**src/hski2c_pkg.sv**
```systemverilog
`default_nettype none

package hski2c_pkg;

    //////////////////////////////
    // processor port map
    //////////////////////////////

    // 0x08-0x0B held the uart, only the status read survives
    localparam logic [7:0] STATUS_PORT          = 8'h09;
    // 0x0C-0x0F is the i2c block
    localparam logic [7:0] SCL_PORT             = 8'h0D;
    localparam logic [7:0] SDA_PORT             = 8'h0E;
    localparam logic [7:0] OUR_ID_PORT          = 8'h10;
    localparam logic [7:0] GENERAL_CONTROL_PORT = 8'h11;

    // bit 7 is always in the masks so the upper half never aliases
    // status matches 0x09 and 0x0B
    localparam logic [7:0] PB_MASK_STATUS = 8'b1001_1101;
    // scl matches 0x0D and 0x0F
    localparam logic [7:0] PB_MASK_SCL    = 8'b1001_1101;
    // sda matches 0x0E and 0x0F, also used for the 0x0C/0x0D pin read
    localparam logic [7:0] PB_MASK_SDA    = 8'b1001_1110;
    // splits 0x10 (our id) from 0x11 (general control)
    localparam logic [7:0] PB_MASK_OURID  = 8'b1001_0001;

    //////////////////////////////
    // bit positions
    //////////////////////////////

    localparam int SCL_BIT            = 1;
    localparam int SDA_BIT            = 0;
    // general control port
    localparam int GC_ENABLE_BIT      = 7;
    localparam int GC_CRATEBRIDGE_BIT = 6;
    // status port
    localparam int STATUS_WD_BIT      = 7;
    // wishbone control register
    localparam int WB_PROC_RESET_BIT  = 0;
    localparam int WB_CRATEBRIDGE_BIT = 1;
    localparam int WB_WD_DISABLE_BIT  = 8;

    // top bits of the id byte, conf sits below it
    localparam logic [2:0] OUR_ID_PREFIX = 3'b010;

    // watchdog counter, stable at ~1.6 ms and trip at ~3.35 s with an 80 MHz clock
    localparam int WD_COUNTER_WIDTH      = 48;
    localparam int WD_STABLE_BIT_DEFAULT = 17;
    localparam int WD_TRIP_BIT_DEFAULT   = 28;

    //////////////////////////////
    // buses and states
    //////////////////////////////

    // processor output side of the io bus
    typedef struct packed {
        logic [7:0] port_id;
        logic [7:0] out_port;
        logic       write_strobe;
        logic       k_write_strobe;
        logic       read_strobe;
    } pb_bus_t;

    typedef struct packed {
        logic        cyc;
        logic        stb;
        logic        we;
        logic [3:0]  sel;
        logic [11:0] adr;
        logic [31:0] dat;
    } wb_req_t;

    typedef struct packed {
        logic        ack;
        logic        err;
        logic        rty;
        logic [31:0] dat;
    } wb_rsp_t;

    // which source drives in_port
    typedef enum logic [2:0] {
        PORT_STATUS,
        PORT_I2C,
        PORT_OUR_ID,
        PORT_GEN_CTRL,
        PORT_NONE
    } pb_port_e;

    typedef enum logic [1:0] {
        WD_WAIT_STABLE,
        WD_ARMED,
        WD_TRIPPED
    } wd_state_e;

endpackage

`default_nettype wire
```
**src/hski2c_top.sv**
```systemverilog
`timescale 1ns/10ps
`default_nettype none

module hski2c_top #(
    parameter int WD_STABLE_BIT = hski2c_pkg::WD_STABLE_BIT_DEFAULT,
    parameter int WD_TRIP_BIT   = hski2c_pkg::WD_TRIP_BIT_DEFAULT
) (
    input  wire                 wb_clk_i,
    input  wire                 sys_rst_i,
    input  wire hski2c_pkg::wb_req_t wb_i,
    input  wire hski2c_pkg::pb_bus_t pb_i,
    input  wire [1:0]           conf_i,
    input  wire                 sda_i,
    input  wire                 scl_i,
    input  wire                 hsk_enable_i,
    input  wire                 cratebridge_en_i,
    input  wire                 lane_up_i,
    output hski2c_pkg::wb_rsp_t wb_o,
    output logic [7:0]          in_port_o,
    output logic                sda_t_o,
    output logic                scl_t_o,
    output logic                hsk_enable_t_o,
    output logic                hsk_enable_o,
    output logic                cratebridge_en_o,
    output logic                interrupt_o
);

    logic processor_reset;
    logic sys_reset_flag;
    logic watchdog_disable;
    logic wd_alarm;
    logic cratebridge_actual;

    // wishbone register and reset sequencing
    hsk_wb_ctrl u_wb_ctrl (
        .wb_clk_i             (wb_clk_i),
        .sys_rst_i            (sys_rst_i),
        .wb_i                 (wb_i),
        .cratebridge_actual_i (cratebridge_actual),
        .wb_o                 (wb_o),
        .processor_reset_o    (processor_reset),
        .sys_reset_flag_o     (sys_reset_flag),
        .watchdog_disable_o   (watchdog_disable)
    );

    // turf lane watchdog
    hsk_watchdog #(
        .WD_STABLE_BIT (WD_STABLE_BIT),
        .WD_TRIP_BIT   (WD_TRIP_BIT)
    ) u_watchdog (
        .wb_clk_i           (wb_clk_i),
        .lane_up_i          (lane_up_i),
        .watchdog_disable_i (watchdog_disable),
        .wd_alarm_o         (wd_alarm)
    );

    // processor io ports
    hsk_port_decode u_port_decode (
        .wb_clk_i             (wb_clk_i),
        .processor_reset      (processor_reset),
        .sys_reset_flag_i     (sys_reset_flag),
        .pb_i                 (pb_i),
        .conf_i               (conf_i),
        .sda_i                (sda_i),
        .scl_i                (scl_i),
        .hsk_enable_i         (hsk_enable_i),
        .cratebridge_en_i     (cratebridge_en_i),
        .wd_alarm_i           (wd_alarm),
        .in_port_o            (in_port_o),
        .sda_t_o              (sda_t_o),
        .scl_t_o              (scl_t_o),
        .hsk_enable_t_o       (hsk_enable_t_o),
        .hsk_enable_o         (hsk_enable_o),
        .cratebridge_en_o     (cratebridge_en_o),
        .cratebridge_actual_o (cratebridge_actual)
    );

    // only source left on the processor interrupt
    assign interrupt_o = wd_alarm;

endmodule

`default_nettype wire

```
**src/hsk_port_decode.sv**
```systemverilog
`timescale 1ns/10ps
`default_nettype none

module hsk_port_decode (
    input  wire                 wb_clk_i,
    input  wire                 processor_reset,
    input  wire                 sys_reset_flag_i,
    input  wire hski2c_pkg::pb_bus_t pb_i,
    input  wire [1:0]           conf_i,
    input  wire                 sda_i,
    input  wire                 scl_i,
    input  wire                 hsk_enable_i,
    input  wire                 cratebridge_en_i,
    input  wire                 wd_alarm_i,
    output logic [7:0]          in_port_o,
    output logic                sda_t_o,
    output logic                scl_t_o,
    output logic                hsk_enable_t_o,
    output logic                hsk_enable_o,
    output logic                cratebridge_en_o,
    output logic                cratebridge_actual_o
);

    //////////////////////////////
    // write decode
    //////////////////////////////

    // k-ports only carry a 4-bit id
    // !bit3 goes to the top so 0x0-0x7 land in the upper half
    logic [7:0] kport_id;
    logic       any_write;
    logic       scl_write;
    logic       sda_write;
    logic       gc_write;

    assign kport_id  = pb_i.k_write_strobe ?
                       {~pb_i.port_id[3], 3'b000, pb_i.port_id[3:0]} : pb_i.port_id;
    assign any_write = pb_i.write_strobe || pb_i.k_write_strobe;

    assign scl_write = any_write &&
                       ((kport_id & hski2c_pkg::PB_MASK_SCL) == hski2c_pkg::SCL_PORT);
    assign sda_write = any_write &&
                       ((kport_id & hski2c_pkg::PB_MASK_SDA) == hski2c_pkg::SDA_PORT);
    // general control only through a normal output
    assign gc_write  = pb_i.write_strobe &&
                       ((pb_i.port_id & hski2c_pkg::PB_MASK_OURID) ==
                        hski2c_pkg::GENERAL_CONTROL_PORT);

    //////////////////////////////
    // i2c open-drain tristates
    //////////////////////////////

    // 1 = released, line pulled up externally
    logic scl_tristate = 1'b1;
    logic sda_tristate = 1'b1;

    always_ff @(posedge wb_clk_i) begin
        // holding the processor also lets go of the bus
        if (processor_reset) begin
            scl_tristate <= 1'b1;
            sda_tristate <= 1'b1;
        end else begin
            if (scl_write) begin
                scl_tristate <= pb_i.out_port[hski2c_pkg::SCL_BIT];
            end
            if (sda_write) begin
                sda_tristate <= pb_i.out_port[hski2c_pkg::SDA_BIT];
            end
        end
    end

    assign scl_t_o = scl_tristate;
    assign sda_t_o = sda_tristate;

    //////////////////////////////
    // general control
    //////////////////////////////

    logic cratebridge_enable        = 1'b0;
    logic cratebridge_enable_actual = 1'b0;

    always_ff @(posedge wb_clk_i) begin
        // only a turf reset clears it, processor reset leaves it alone
        if (sys_reset_flag_i) begin
            cratebridge_enable <= 1'b0;
        end else if (gc_write) begin
            cratebridge_enable <= pb_i.out_port[hski2c_pkg::GC_CRATEBRIDGE_BIT];
        end
        // what the pin really does
        cratebridge_enable_actual <= cratebridge_en_i;
    end

    assign cratebridge_en_o     = cratebridge_enable;
    assign cratebridge_actual_o = cratebridge_enable_actual;

    // enable line driven only during the write cycle
    assign hsk_enable_t_o = !gc_write;
    assign hsk_enable_o   = pb_i.out_port[hski2c_pkg::GC_ENABLE_BIT];

    //////////////////////////////
    // read decode
    //////////////////////////////

    hski2c_pkg::pb_port_e rd_sel;

    always_comb begin
        if ((pb_i.port_id & hski2c_pkg::PB_MASK_STATUS) == hski2c_pkg::STATUS_PORT) begin
            rd_sel = hski2c_pkg::PORT_STATUS;
        end else if ((pb_i.port_id & hski2c_pkg::PB_MASK_SDA) ==
                     (hski2c_pkg::SCL_PORT & hski2c_pkg::PB_MASK_SDA)) begin
            // pins read back at 0x0C and 0x0D
            rd_sel = hski2c_pkg::PORT_I2C;
        end else if ((pb_i.port_id & hski2c_pkg::PB_MASK_OURID) ==
                     hski2c_pkg::OUR_ID_PORT) begin
            rd_sel = hski2c_pkg::PORT_OUR_ID;
        end else if ((pb_i.port_id & hski2c_pkg::PB_MASK_OURID) ==
                     hski2c_pkg::GENERAL_CONTROL_PORT) begin
            rd_sel = hski2c_pkg::PORT_GEN_CTRL;
        end else begin
            rd_sel = hski2c_pkg::PORT_NONE;
        end
    end

    always_comb begin
        in_port_o = 8'h00;
        case (rd_sel)
            hski2c_pkg::PORT_STATUS: in_port_o[hski2c_pkg::STATUS_WD_BIT] = wd_alarm_i;
            hski2c_pkg::PORT_I2C: begin
                in_port_o[hski2c_pkg::SCL_BIT] = scl_i;
                in_port_o[hski2c_pkg::SDA_BIT] = sda_i;
            end
            // 0x40 + conf<<3
            hski2c_pkg::PORT_OUR_ID: in_port_o = {hski2c_pkg::OUR_ID_PREFIX, conf_i, 3'b000};
            hski2c_pkg::PORT_GEN_CTRL: begin
                in_port_o[hski2c_pkg::GC_ENABLE_BIT]      = hsk_enable_i;
                in_port_o[hski2c_pkg::GC_CRATEBRIDGE_BIT] = cratebridge_enable_actual;
            end
            default: in_port_o = 8'h00;
        endcase
    end

    i2c_release_a : assert property (@(posedge wb_clk_i)
        processor_reset |=> (sda_t_o && scl_t_o));

endmodule

`default_nettype wire

```
**src/hsk_watchdog.sv**
```systemverilog
`timescale 1ns/10ps
`default_nettype none

module hsk_watchdog #(
    parameter int WD_STABLE_BIT = hski2c_pkg::WD_STABLE_BIT_DEFAULT,
    parameter int WD_TRIP_BIT   = hski2c_pkg::WD_TRIP_BIT_DEFAULT
) (
    input  wire  wb_clk_i,
    input  wire  lane_up_i,
    input  wire  watchdog_disable_i,
    output logic wd_alarm_o
);

    //////////////////////////////
    // lane-down counter
    //////////////////////////////

    // sequence:
    //   lane down, not stable   counter held at zero
    //   lane up, not stable     counter runs until the stable bit
    //   lane up, armed          counter held at zero
    //   lane down, armed        counter runs until the trip bit
    logic [hski2c_pkg::WD_COUNTER_WIDTH-1:0] lane_down_count = '0;
    hski2c_pkg::wd_state_e                   wd_state = hski2c_pkg::WD_WAIT_STABLE;
    logic                                    count_clear;

    assign count_clear = ((wd_state == hski2c_pkg::WD_WAIT_STABLE) && !lane_up_i) ||
                         ((wd_state == hski2c_pkg::WD_ARMED) && lane_up_i);

    always_ff @(posedge wb_clk_i) begin
        if (count_clear) begin
            lane_down_count <= '0;
        end else begin
            lane_down_count <= lane_down_count + 1'b1;
        end
    end

    //////////////////////////////
    // trip state machine
    //////////////////////////////

    always_ff @(posedge wb_clk_i) begin
        case (wd_state)
            hski2c_pkg::WD_WAIT_STABLE: begin
                // lane has been up long enough to trust it
                if (lane_down_count[WD_STABLE_BIT] && lane_up_i) begin
                    wd_state <= hski2c_pkg::WD_ARMED;
                end
            end
            hski2c_pkg::WD_ARMED: begin
                if (lane_down_count[WD_TRIP_BIT]) begin
                    wd_state <= hski2c_pkg::WD_TRIPPED;
                end
            end
            // sticky until power cycle
            hski2c_pkg::WD_TRIPPED: wd_state <= hski2c_pkg::WD_TRIPPED;
            default:                wd_state <= hski2c_pkg::WD_WAIT_STABLE;
        endcase
    end

    // disable masks the alarm but the trip is still remembered
    assign wd_alarm_o = (wd_state == hski2c_pkg::WD_TRIPPED) && !watchdog_disable_i;

    tripped_sticky_a : assert property (@(posedge wb_clk_i)
        (wd_state == hski2c_pkg::WD_TRIPPED) |=> (wd_state == hski2c_pkg::WD_TRIPPED));

endmodule

`default_nettype wire

```
**src/hsk_wb_ctrl.sv**
```systemverilog
`timescale 1ns/10ps
`default_nettype none

module hsk_wb_ctrl (
    input  wire                 wb_clk_i,
    input  wire                 sys_rst_i,
    input  wire hski2c_pkg::wb_req_t wb_i,
    input  wire                 cratebridge_actual_i,
    output hski2c_pkg::wb_rsp_t wb_o,
    output logic                processor_reset_o,
    output logic                sys_reset_flag_o,
    output logic                watchdog_disable_o
);

    //////////////////////////////
    // system reset edge
    //////////////////////////////

    // two-stage history of the turf reset
    logic [1:0] sys_reset_rereg = 2'b00;
    // high for one cycle at the rising edge
    assign sys_reset_flag_o = (sys_reset_rereg == 2'b01);

    //////////////////////////////
    // control register
    //////////////////////////////

    logic ack_q            = 1'b0;
    logic processor_reset_q = 1'b0;
    logic watchdog_disable_q = 1'b0;
    logic wb_write;

    // write lands on the second cycle of the access, once ack is out
    assign wb_write = wb_i.cyc && wb_i.stb && wb_i.we && ack_q;

    always_ff @(posedge wb_clk_i) begin
        sys_reset_rereg <= {sys_reset_rereg[0], sys_rst_i};

        // during a system reset the processor pulses reset once,
        // then comes back out while sys_rst_i is still high
        if (sys_reset_rereg[0]) begin
            processor_reset_q <= sys_reset_flag_o;
        end else if (wb_write && wb_i.sel[0]) begin
            processor_reset_q <= wb_i.dat[hski2c_pkg::WB_PROC_RESET_BIT];
        end

        if (wb_write && wb_i.sel[1]) begin
            watchdog_disable_q <= wb_i.dat[hski2c_pkg::WB_WD_DISABLE_BIT];
        end

        ack_q <= wb_i.cyc && wb_i.stb;
    end

    assign processor_reset_o  = processor_reset_q;
    assign watchdog_disable_o = watchdog_disable_q;

    // readback, cratebridge shows the real pin state
    always_comb begin
        wb_o = '0;
        wb_o.ack = ack_q && wb_i.cyc;
        wb_o.dat[hski2c_pkg::WB_PROC_RESET_BIT]  = processor_reset_q;
        wb_o.dat[hski2c_pkg::WB_CRATEBRIDGE_BIT] = cratebridge_actual_i;
        wb_o.dat[hski2c_pkg::WB_WD_DISABLE_BIT]  = watchdog_disable_q;
    end

    // a system reset gives the processor exactly one reset cycle
    sys_reset_pulse_a : assert property (@(posedge wb_clk_i)
        sys_reset_flag_o |=> processor_reset_o ##1 (!processor_reset_o || !sys_rst_i));

endmodule

`default_nettype wire

```
**config.mk**
```make
export PLATFORM = sky130hd
export DESIGN_NAME = hski2c_top
export DESIGN_NICKNAME = d
export VERILOG_FILES = /design/src/hski2c_pkg.sv /design/src/hski2c_top.sv /design/src/hsk_port_decode.sv /design/src/hsk_watchdog.sv /design/src/hsk_wb_ctrl.sv
export SDC_FILE = /design/constraint.sdc
export NUM_CORES = 1
export LEC_CHECK = 0
export ABC_AREA = 1
export CAP_MARGIN = 5
export CORE_ASPECT_RATIO = 0.8
export CORE_MARGIN = 2
export CORE_UTILIZATION = 62
export DETAILED_ROUTE_END_ITERATION = 10
export DONT_BUFFER_PORTS = 1
export PLACE_DENSITY_LB_ADDON = 0.08
export SYNTH_ARGS = -nofsm -noshare
export SYNTH_HDL_FRONTEND = slang
export SYNTH_SLANG_ARGS = --single-unit
```
**constraint.sdc**
```tcl
create_clock -name wb_clk_i -period 1.92 [get_ports wb_clk_i]
set_input_delay 0.192 -clock wb_clk_i [delete_from_list [all_inputs] [get_ports wb_clk_i]]
set_output_delay 0.192 -clock wb_clk_i [all_outputs]
set_load 0.02 [all_outputs]
```
### Word level (Yosys, flattened, before mapping)

Index checks and enable logic that the tools add are counted.

* $add $sub $neg: 1
* $mul: 0
* div/mod/pow operators: 0
* magnitude comparators: 0
* equality and inequality tests: 14
* shift operators: 0
* mux-type cells: 14
* bitwise logic cells: 1
* reduce and logical (&&, ||, !) cells: 22

Operators with widths (count)
* adder 48 x 1 -> 48 bit (second input constant): 1
* equality test 5 x 3 -> 1 bit (second input constant): 4
* 2-to-1 mux 3 bit: 5
* logical AND 1 bit: 13
* equality test 3 x 2 -> 1 bit (second input constant): 4
* 2-to-1 mux 8 bit: 1
* 2-to-1 mux 2 bit: 3
* case mux 2 bit (3 select lines): 1
* equality test 2 x 1 -> 1 bit (second input constant): 2
* case mux 1 bit (2 select lines): 2
* equality test 3 x 1 -> 1 bit (second input constant): 1
* zero test 1 bit: 3
* zero test 3 bit: 1
* equality test 2 bit (second input constant): 1
* zero test 2 bit: 1
* logical OR 1 bit: 2
* 2-to-1 mux 1 bit: 2
* inequality test 2 x 1 -> 1 bit (second input constant): 1
* inequality test 2 bit (second input constant): 1
* AND reduction 2 bit: 1
* nonzero test 2 bit: 1
* NOT 1 bit: 1

* register bits: 59
* latch bits: 0
* RAM bits: 0
* ROM bits: 0
* input port bits: 79
* output and inout port bits: 49
* word-level logic and storage cells: 62
* memories kept: 0

### Depth between registers and ports, before layout

* depth after elaboration: 7
* depth in mapped cells: 8
* gate-level depth less buffers: 8

### Hierarchy

Synthesis repeated with hierarchy kept, for this count alone.

* cells, all modules: 340
* area, all modules: 2461.1 sq um

Modules (own cells, without submodules)
* hsk_watchdog: times used 1, cells an instance 237, area an instance 1729.2 sq um, seq. area each 640.6 sq um
* hsk_wb_ctrl: times used 1, cells an instance 53, area an instance 442.9 sq um, seq. area each 120.1 sq um
* hsk_port_decode: times used 1, cells an instance 50, area an instance 289.0 sq um, seq. area each 80.1 sq um

### Worst setup path before layout

OpenSTA, ideal clock, no wires.

* path kind: register to output
* from: register u_watchdog.wd_state[0]
* to: output in_port_o[7]
* arrival: 1.237 ns
* required time: 1.728 ns
* path slack: 0.491 ns
* stages on the path, launching flop included: 7
* path buffers: 0
* cell sequence: edfxtp_1 -> inv_1 -> ha_1 -> inv_1 -> nor2_1 -> nand4_1 -> nand2_1

* longest elaborated chain between the ends: 3

Ends and longest elaborated chain
* start, declared: RTL line hsk_watchdog.sv:24 `hski2c_pkg::wd_state_e wd_state = hski2c_pkg::WD_WAIT_STABLE;`
* start signal, assigned: RTL line hsk_watchdog.sv:47 `wd_state <= hski2c_pkg::WD_ARMED;`
* start signal, assigned: RTL line hsk_watchdog.sv:52 `wd_state <= hski2c_pkg::WD_TRIPPED;`
* start signal, assigned: RTL line hsk_watchdog.sv:56 `hski2c_pkg::WD_TRIPPED: wd_state <= hski2c_pkg::WD_TRIPPED;`
* equality test 2 bit: RTL line hsk_watchdog.sv:62 `assign wd_alarm_o = (wd_state == hski2c_pkg::WD_TRIPPED) && !watchdog_disable_i;`
* logical AND 1 bit: RTL line hsk_watchdog.sv:62
* net interrupt_o: RTL line hski2c_top.sv:25 `output logic interrupt_o`
* case mux 1 bit (2 select lines): RTL line hsk_port_decode.sv:126 `case (rd_sel)`
* end, declared: RTL line hski2c_top.sv:19 `output logic [7:0] in_port_o,`

The timed path passes the listed nets, and every way through them passes these cells.

### Final worst setup path

* from: register u_watchdog.wd_state[0]
* to: output in_port_o[7]

* longest elaborated chain between the ends: 3

Ends and longest elaborated chain (RTL line)
* equality test 2 bit: hsk_watchdog.sv:62
* logical AND 1 bit: hsk_watchdog.sv:62
* case mux 1 bit (2 select lines): hsk_port_decode.sv:126

No other way between the ends.

==> flow_metrics.tcl <==
set metrics [dict create \
    status "finished, final reports clean" \
    wirelength_um 4560 \
    gp_congestion 0.883 \
    coreArea_sq_um 3800 \
    drc 0 \
    rrSetupSlack_ns 0.43 \
    final_nets 440 \
    seq_area_frac_synth_pct 34.1 \
    grt_overflow 0 \
    utilization_pct 65.5 \
    holdPathStages 2 \
    worst_r2r_endpoint "u_watchdog.lane_down_count[9]" \
    critPathMaxFanout 2 \
    cts_buffers 5 \
    reg2reg_depth 8 \
    grt_use_met1_pct 28.8 \
    numPortBuffers 0 \
    routed_via_density 4.84 \
    fp.dieH_um 60.4 \
    power.leakage_nw 1.12 \
    fin_skew_ns 0.00800 \
    grt_antenna_before_repair 0 \
    ioPinCount 128 \
    period_minus_slack_ns 1.55 \
    vias 1996 \
    grt_max_degree 17 \
    ant_nets 0 \
    grt_pass1_wl_um 7240 \
    crit_end "in_port_o[7]" \
    h-tree-depth 2 \
    area_growth_pct 1.22 \
    fp-row-count 20 \
    critPathRequiredTime_ns 1.73 \
    rsz0062_at_grt "false" \
    drv_slew 0 \
    initial_utilization_pct 64.7 \
    drt_iter0_drc 120 \
    die_x_um 74.5 \
    design_area_sq_um 2490 \
    ys_types 35 \
    drt-wirelength-per-cell_um 11.1 \
    worst_setup_path_start_kind "register" \
    clkSinkCount 40 \
    maxCapViolations 0 \
    use_met2_pct 34.3 \
    clockBufferDepth 2 \
    fmax_mhz 644 \
    hp-class "in2reg" \
    cts_tree "yes" \
    top_usage_layer "met2" \
    hold_viol 0 \
    postSynthCellCount 351 \
    antenna_cells 0 \
    reg2reg_from "u_watchdog.wd_state[0]" \
    irDropWorstVdd_uv 426 \
    crit_type "reg2out" \
    fin_setup_tns_ns 0 \
    dpl.hpwl_um 3630 \
    finalCritPeriodShare_pct 80.9 \
    clk_pin_slew_ns 0.08 \
    grt_usage_pct 20.9 \
    power_density_nw_per_um2 830 \
    grt_pass1_vias 1672 \
    clock_latency_ns 0.29 \
    syn_area_per_cell_sq_um 7.02 \
    crit_start "u_watchdog.wd_state[0]" \
    root_buffer "clkbuf_8" \
    die_area_sq_um 4490 \
    arrival_ns 1.36 \
    cts_resized 0 \
    syn_area_sq_um 2460 \
    ys_ff_latch 40 \
    yosysWarnings 0 \
    placed_area_sq_um 2390 \
    cp-end-kind "output pin" \
    firstDrtPassIters 4 \
    setup_viol 0 \
    drive_above_1_share_pct 10.4 \
    grt_use_met3_pct 5.15 \
]
## worst min path at each step
stage | from | end | slack (ns)
finish | wb_i[49] | u_wb_ctrl.ack_q | 0.03
global route | wb_i[49] | u_wb_ctrl.ack_q | 0.02
CTS | wb_i[49] | u_wb_ctrl.ack_q | 0.03
detailed placement | sys_rst_i | u_wb_ctrl.sys_reset_rereg[0] | 0.22
global placement | cratebridge_en_i | u_port_decode.cratebridge_actual_o | 0.22
floorplan | cratebridge_en_i | u_port_decode.cratebridge_actual_o | 0.22
## routing by layer
metal / vias up / routed length [um]
met5: - / 0
met4: 0 / 43
met3: 4 / 321
met2: 67 / 1970
met1: 876 / 2230
li1: 1049 / -
## state kept, by name, indices dropped and copies added, names as in the netlist
register and count:
u_watchdog.lane_down_count 29, u_wb_ctrl.ack_q 1, u_port_decode.scl_t_o 1, u_wb_ctrl.watchdog_disable_o 1
u_port_decode.cratebridge_en_o 1, u_port_decode.sda_t_o 1, u_port_decode.cratebridge_actual_o 1, u_wb_ctrl.sys_reset_rereg 2
u_wb_ctrl.processor_reset_o 1, u_watchdog.wd_state 2
## final cells by class
type / instances / area (sq um)
repair buffers: 6 / 52.6
multi-input cells: 259 / 1280
inverters: 45 / 169
clock inverters: 2 / 7.51
fillers: 358 / 1310
clock buffers: 5 / 68.8
flip-flops and latches: 40 / 841
well taps: 55 / 68.8
## report_power, final
part           internal (mW)  leakage [nW]  switching (mW)
clock                  0.240        0.0391           0.275
sequential             0.943         0.332          0.0682
combinational          0.175         0.750           0.367
## cell families after synthesis
kind of cell	after synthesis	synth area share, %
adders and majority gates	4	2.03
buffers and inverters	84	18.5
and+or+nand+nor	183	36.1
DFF	40	34.1
AOI/OAI and AO/OA	36	7.98
xor gates and xnor gates	3	1.07
other	1	0.152
## synth_stat cells
| library cell | instances | area, sq um |
|---|---|---|
| nand2_2 | 5 | 31.3 |
| inv_1 | 41 | 154 |
| and2_1 | 1 | 6.26 |
| nor2_8 | 2 | 40.0 |
| edfxtp_1 | 4 | 120 |
| a21oi_1 | 19 | 95.1 |
| nand3_1 | 17 | 85.1 |
| nand3_4 | 1 | 17.5 |
| conb_1 | 1 | 3.75 |
| nor2_1 | 59 | 221 |
| buf_2 | 2 | 10.0 |
| xnor2_1 | 1 | 8.76 |
| ha_1 | 4 | 50.1 |
| o22ai_1 | 1 | 6.26 |
| nand2_4 | 2 | 22.5 |
| a31oi_1 | 1 | 6.26 |
| a21oi_2 | 1 | 8.76 |
| or3b_2 | 1 | 8.76 |
| nor3b_1 | 1 | 7.51 |
| nand3_2 | 1 | 10.0 |
| nand2_1 | 70 | 263 |
| o21ai_0 | 11 | 55.1 |
| dfxtp_1 | 36 | 721 |
| a22oi_1 | 1 | 7.51 |
| nor3_1 | 3 | 15.0 |
| inv_2 | 4 | 15.0 |
| nand4_1 | 7 | 43.8 |
| or2_0 | 1 | 6.26 |
| o21a_1 | 1 | 7.51 |
| a221o_1 | 1 | 10.0 |
| buf_4 | 37 | 278 |
| or2_2 | 1 | 6.26 |
| xor2_1 | 2 | 17.5 |
| nor2_2 | 4 | 25.0 |
| nor2_4 | 7 | 78.8 |
## what timing repair did
action,CTS,global route
hold endpoints to repair,3,0
setup buffers,0,0
hold buffers,3,0
## worst max-delay path, stage by stage, from the launching register on
cell	delay, ns
edfxtp_1	0.39
inv_1	0.10
ha_1	0.14
inv_1	0.04
nor2_1	0.11
nand4_1	0.11
nand2_1	0.19
## metrics by stage
| step | power, mW | hold WS, ns | std cells | setup WS [ns] |
|---|---|---|---|---|
| after floorplan | 1.50 | 0.220 | 383 | 0.491 |
| after global placement | 1.55 | 0.220 | 402 | 0.468 |
| after detailed placement | 1.56 | 0.220 | 402 | 0.464 |
| after CTS | 2.08 | 0.0303 | 412 | 0.354 |
| after global routing | 2.21 | 0.0235 | 412 | 0.245 |
| final | 2.07 | 0.0336 | 412 | 0.366 |
## cells in the final DEF (no fill, tap or decap)
master	Yosys	routed
nand3_2	1	1
inv_2	4	4
o22ai_1	1	1
dlygate4sd3_1	0	3
edfxtp_1	4	4
a31oi_1	1	1
a221o_1	1	1
nand2_2	5	5
conb_1	1	33
o21ai_0	11	11
nor3b_1	1	1
or2_0	1	1
buf_4	37	3
or3b_2	1	1
nor2_2	4	4
or2_2	1	1
nor2_4	7	7
o21a_1	1	1
a22oi_1	1	1
xor2_1	2	2
nor2_8	2	2
ha_1	4	4
nand2_1	70	70
nand3_4	1	1
clkinv_1	0	2
nor2_1	59	59
dfxtp_1	36	36
clkbuf_8	0	5
xnor2_1	1	1
inv_1	41	41
nand2_4	2	2
nor3_1	3	3
a21oi_1	19	19
nand4_1	7	7
and2_1	1	1
nand3_1	17	17
a21oi_2	1	1
Power figures use the tool's default switching activity.
